**src/hdl/fetch_pkg.sv**
```systemverilog
package fetch_pkg;

  // full-width instruction seen in I-type layout, other formats pick raw bits
  typedef struct packed {
    logic [11:0] imm;
    logic [4:0]  rs1;
    logic [2:0]  funct3;
    logic [4:0]  rd;
    logic [6:0]  opcode;
  } instr32_t;

  // one compressed halfword in CR/CB style layout
  typedef struct packed {
    logic [2:0] funct3;
    logic       bit12;
    logic [4:0] rs1;
    logic [4:0] rs2;
    logic [1:0] op;
  } chalf_t;

  typedef struct packed {
    chalf_t hi;
    chalf_t lo;
  } cpair_t;

  typedef union packed {
    instr32_t i;
    cpair_t   c;
  } instr_word_t;

  typedef enum logic [2:0] {
    kind_none,
    kind_branch,
    kind_jump,
    kind_call,
    kind_return,
    kind_indirect
  } ctrl_kind_t;

  localparam logic [6:0] opcode_branch = 7'b1100011;
  localparam logic [6:0] opcode_jal    = 7'b1101111;
  localparam logic [6:0] opcode_jalr   = 7'b1100111;
  localparam logic [2:0] funct3_jalr   = 3'b000;

  localparam logic [1:0] quad_c1   = 2'b01;
  localparam logic [1:0] quad_c2   = 2'b10;
  localparam logic [1:0] quad_full = 2'b11;

  localparam logic [2:0] c_funct3_jal  = 3'b001;
  localparam logic [2:0] c_funct3_j    = 3'b101;
  localparam logic [2:0] c_funct3_beqz = 3'b110;
  localparam logic [2:0] c_funct3_bnez = 3'b111;
  localparam logic [2:0] c_funct3_jr   = 3'b100;

  localparam logic [4:0] reg_zero = 5'd0;
  localparam logic [4:0] reg_ra   = 5'd1;

  // addi x0, x0, 0
  localparam logic [31:0] nop_instr = 32'h0000_0013;

endpackage

```
**src/hdl/fetch_stage.sv**
```systemverilog
`timescale 1ns/1ps

module fetch_stage #(
  parameter int ADDR_WIDTH = 16,
  parameter logic [ADDR_WIDTH-1:0] TRAP_VECTOR = ADDR_WIDTH'('h0100)
) (
  input  logic                   clock,
  input  logic                   reset,
  input  logic                   stall,
  input  logic                   trap,
  input  logic                   mret,
  input  logic [ADDR_WIDTH-1:0]  epc,
  input  logic                   redirect,
  input  logic [ADDR_WIDTH-1:0]  redirect_pc,
  input  fetch_pkg::instr_word_t word,
  input  fetch_pkg::ctrl_kind_t  kind,
  input  logic                   len4,
  input  logic [ADDR_WIDTH-1:0]  target,
  input  logic                   pred_taken,
  input  logic                   ras_valid,
  input  logic [ADDR_WIDTH-1:0]  ras_top,
  output logic [ADDR_WIDTH-1:0]  pc,
  output logic                   advance,
  output logic                   fetch_valid,
  output logic [ADDR_WIDTH-1:0]  fetch_pc,
  output logic [31:0]            fetch_instr,
  output logic                   fetch_len4,
  output logic                   fetch_taken
);
  import fetch_pkg::*;

  logic [ADDR_WIDTH-1:0] next_pc;
  logic                  next_taken;
  logic                  redirect_any;
  logic                  jalr_form;

  assign redirect_any = trap || mret || redirect;
  assign advance = !stall && !redirect_any;

  // calls through jalr or c.jalr have no static target and fall through
  assign jalr_form = len4 ? (word.i.opcode == opcode_jalr) : (word.c.lo.op == quad_c2);

  always_comb begin
    next_taken = 1'b0;
    if (trap) begin
      next_pc = TRAP_VECTOR;
    end else if (mret) begin
      next_pc = epc;
    end else if (redirect) begin
      next_pc = redirect_pc;
    end else if (kind == kind_return && ras_valid) begin
      next_pc = ras_top;
      next_taken = 1'b1;
    end else if (kind == kind_jump || (kind == kind_call && !jalr_form)) begin
      next_pc = target;
      next_taken = 1'b1;
    end else if (kind == kind_branch && pred_taken) begin
      next_pc = target;
      next_taken = 1'b1;
    end else begin
      next_pc = pc + (len4 ? ADDR_WIDTH'(4) : ADDR_WIDTH'(2));
    end
  end

  // redirects act even under stall and drop the result in flight
  always_ff @(posedge clock) begin
    if (!reset) begin
      pc <= TRAP_VECTOR;
      fetch_valid <= 1'b0;
      fetch_pc <= '0;
      fetch_instr <= nop_instr;
      fetch_len4 <= 1'b0;
      fetch_taken <= 1'b0;
    end else if (redirect_any) begin
      pc <= next_pc;
      fetch_valid <= 1'b0;
      fetch_instr <= nop_instr;
      fetch_taken <= 1'b0;
    end else if (!stall) begin
      pc <= next_pc;
      fetch_valid <= 1'b1;
      fetch_pc <= pc;
      fetch_instr <= word;
      fetch_len4 <= len4;
      fetch_taken <= next_taken;
    end
  end

  assert property (@(posedge clock) disable iff (!reset) !(trap && mret))
    else $error("trap and mret raised in the same cycle");

  assert property (@(posedge clock) disable iff (!reset) fetch_taken |-> fetch_valid)
    else $error("taken result without a valid fetch");

endmodule

```
**config.mk**
```make
export PLATFORM = sky130hd
export DESIGN_NAME = fetch_stage
export DESIGN_NICKNAME = d
export VERILOG_FILES = /design/src/hdl/fetch_pkg.sv /design/src/hdl/fetch_stage.sv
export SDC_FILE = /design/constraint.sdc
export NUM_CORES = 1
export LEC_CHECK = 0
export BUFFER_PORTS_ARGS = -buffer_cell sky130_fd_sc_hd__buf_2
export CAP_MARGIN = 5
export CORE_AREA = 2 2 104 76
export CTS_BUF_LIST = sky130_fd_sc_hd__clkbuf_16
export DETAILED_ROUTE_END_ITERATION = 7
export DIE_AREA = 0 0 106 78
export GPL_TIMING_DRIVEN = 0
export HOLD_SLACK_MARGIN = 0.08
export PLACE_DENSITY_LB_ADDON = 0.3
export SLEW_MARGIN = 20
export SYNTH_ARGS = -nofsm -noshare
export SYNTH_HDL_FRONTEND = slang
export SYNTH_SLANG_ARGS = --single-unit
export TNS_END_PERCENT = 30
```
**constraint.sdc**
```tcl
create_clock -name clock -period 5.4 [get_ports clock]
set_input_delay 1.08 -clock clock [delete_from_list [all_inputs] [get_ports clock]]
set_output_delay 1.08 -clock clock [all_outputs]
set_load 0.05 [all_outputs]
```
==> out/results.txt <==
Die X: 106 um
combinational share of power: 0.162
Layout fillers: 618
Pint: 0.946 mW
Final Hold Fails: 0
setup repair bufs after CTS: 0
TritonRoute pass-1 iters: 6
per-cell routed wire length: 17.3 um
Die ar.: 8270 um^2
Yosys reg bits: 67
hold endpoint: fetch_valid
Max Root-Sink Buffers: 2
post-synth top area cell: dfxtp_1
Num CTS Buffers: 9
CTS H-tree depth: 3
number of library cell types mapped by synthesis: 49
Adder-Cell Fraction of Synth Area: 0.0129
Synth warnings: 0
Core Box Area: 7190 um^2
Post-CTS Hold Buffers: 0
main flop type after synthesis: dfxtp_1
register area share after synthesis: 0.386
All-Layer GR Usage: 0.303
clock network power share: 0.445
Post-synth EDFFs: 0
sequential share of power: 0.393
Setup TNS Final: 0 ns
WHS Path Cells: 2
grt ovf: 0
Slew Limit Fails: 0
antenna viol nets, final: 0
gp weighted congestion: 0.940
crit path buf inv count: 5
Buffers on Ports: 174
Post-DP HPWL: 9.33 mm
most frequent cell on the critical path: buf_2
CP required: 4.32 ns
Mean Syn Cell Area: 8.17 um^2
CP Capture Type: output port
proportion of layout cells with a drive suffix above 1: 0.341
Worst R2R Path Depth: 6
Pleak: 2.23 nW
Post-Route WL: 12.4 mm
RSZ-0062 raised after global routing: false
Worst-Skew Late Latency: 0.33 ns
Hold Slack: 0.449 ns
vias in the first global route: 3917
Crit Path Class: in2out
DRC viols: 0
CP max stage delay: 0.33 ns
n_diodes: 0
fmax: 263 MHz
FF-to-FF End: pc[6]
arrival time worst endpoint: 2.73 ns
Vias: 3995
largest net degree at the start of global routing: 14
Worst-Margin Slew: 0.678 ns
HP Start: fetch_valid
setup violators final: 0
outcome: complete, no violations
reg-to-reg startpoint: pc[2]
worst-path cell chain: buf_2 > or2_2 > or3_1 > buf_2 > inv_2 > buf_4 > buf_2
CTS clk-pin slew, worst paths: 0.05 ns
XOR/XNOR Fraction of Synth Area: 0.0327
cell area after synthesis: 3480 um^2
detailed-route vias per instance: 5.60
Final Skew: 0.00339 ns
critical path's slowest cell: or3_1
Sw Share: 0.284
Slew headroom: 0.548
IO Count: 176
Post-CTS Resized: 0
Switch Pwr: 0.375 mW
Power Density: 277 nW/um^2
crit share post-route: 0.705
CP Max Fanout: 10
Initial Util: 0.484
FF-to-FF setup slack: 3.14 ns
ys async rst share: 0
peak supply drop: 0.166 mV
NumNets Final: 722
post-synthesis compound-gate area fraction: 0.189
simple-gate share of the synthesized area: 0.228
Synth area leaders: dfxtp_1, mux2i_1, nand2_1
post-synthesis mux area share: 0.104
max-cap violations: 0
largest family of logic cells by synthesized area: simple AND/OR/NAND/NOR gates
Rows: 26
CP delay by family, top: buffers and inverters
CTS tree: yes
DRT iter0 DRCs: 373
root buffer cell: clkbuf_16
first-pass GRT wire length: 19.5 mm
type of origin of the critical path: input port
cell count after synthesis: 426
Clock Sinks: 67
Hold WC Path Type: reg2reg
initial antenna violation count: 0
Syn Nets: 537
area grow syn2layout: 37.2%
crit path time final: 3.81 ns
Die Height: 78 um
share of the synthesized area in the top cell type: 0.386
## synth_stat cells (6+ instances only)
library cell,count
nand4_1,8
dfxtp_1,67
mux2i_1,34
buf_2,9
nor2b_1,6
nor3_1,12
a21boi_0,18
nor2_1,47
nand3_1,16
clkbuf_1,17
xnor2_1,6
inv_1,8
o21ai_0,7
nand2_1,62
xor2_1,7
a21oi_1,36
## layer usage
metal,vias up,share of wire,GRT usage
met3,38,0.12,0.0706
met2,270,0.46,0.503
met1,1806,0.39,0.387
li1,1881,-,-
met4,0,0.024,0.108
met5,-,0,0
## flip-flops by register name, indices dropped and copies added, names as in the netlist
| signal | cells |
|---|---|
| fetch_instr | 32 |
| fetch_len4 | 1 |
| fetch_pc | 16 |
| fetch_taken | 1 |
| fetch_valid | 1 |
| pc | 16 |
## cell type report
| class | count | area, um^2 | area share |
|---|---|---|---|
| Buffer | 30 | 131 | 0.0275 |
| Clock buffer | 9 | 225 | 0.0472 |
| Clock inverter | 7 | 76.3 | 0.0160 |
| Inverter | 9 | 33.8 | 0.00708 |
| Multi-Input combinational cell | 320 | 1970 | 0.413 |
| Sequential cell | 67 | 1340 | 0.281 |
| Tap cell | 98 | 123 | 0.0257 |
| Timing Repair Buffer | 174 | 871 | 0.182 |
## worst max-delay path by stage
stage	from	end	slack, ns	cells past startpoint
global route	redirect	advance	1.52	7
detailed placement	redirect	advance	1.63	7
floorplan	redirect	advance	2.13	5
CTS	redirect	advance	1.62	7
finish	redirect	advance	1.59	7
global placement	redirect	advance	1.63	7
## power groups by stage
stage	clock, mW	combinational (mW)	sequential (mW)
finish	0.588	0.214	0.519
global route	0.623	0.229	0.520
CTS	0.595	0.211	0.518
detailed placement	0	0.209	0.529
global placement	0	0.205	0.528
floorplan	0	0.0925	0.562
## cells in the final DEF, fill, tap and decap left out, drive strengths merged, types with 12 or more instances in the layout
cell,Yosys,final
dfxtp,67,67
nand2,62,62
a21oi,36,36
clkbuf,17,26
buf,13,187
nand3,16,16
mux2i,34,34
nor3,12,12
nor2,48,48
a21boi,18,18
## per-stage QoR
stage	instances	setup WS [ns]	area, um^2	total power [mW]	util
2_1_floorplan	426	2.13	3480	0.655	-
3_3_place_gp	698	1.63	4470	0.733	0.622
3_5_place_dp	698	1.63	4470	0.738	0.622
4_1_cts	714	1.62	4770	1.32	0.664
5_1_grt	714	1.52	4770	1.37	0.664
6_report	714	1.59	4770	1.32	0.664
## cell families (layout without fill, tap and decap cells)
logic type,after synthesis,in the layout
and+or+nand+nor,172,172
buffers and inverters,39,229
muxes,36,36
xor gates and xnor gates,13,13
adders and majority gates,3,3
AOI/OAI and AO/OA,96,96
DFF,67,67
## worst register-to-register path, delay by kind of cell (launching register included)
| family | cells | cell delay (ns) |
|---|---|---|
| AO/OA/AOI/OAI | 2 | 0.81 |
| flip-flops | 1 | 0.45 |
| multiplexers | 1 | 0.30 |
| adder cells (fa/ha/maj) | 1 | 0.28 |
| XOR/XNOR | 1 | 0.16 |
| AND/OR/NAND/NOR | 1 | 0.14 |
No activity file was read; power rests on OpenSTA's default activity.
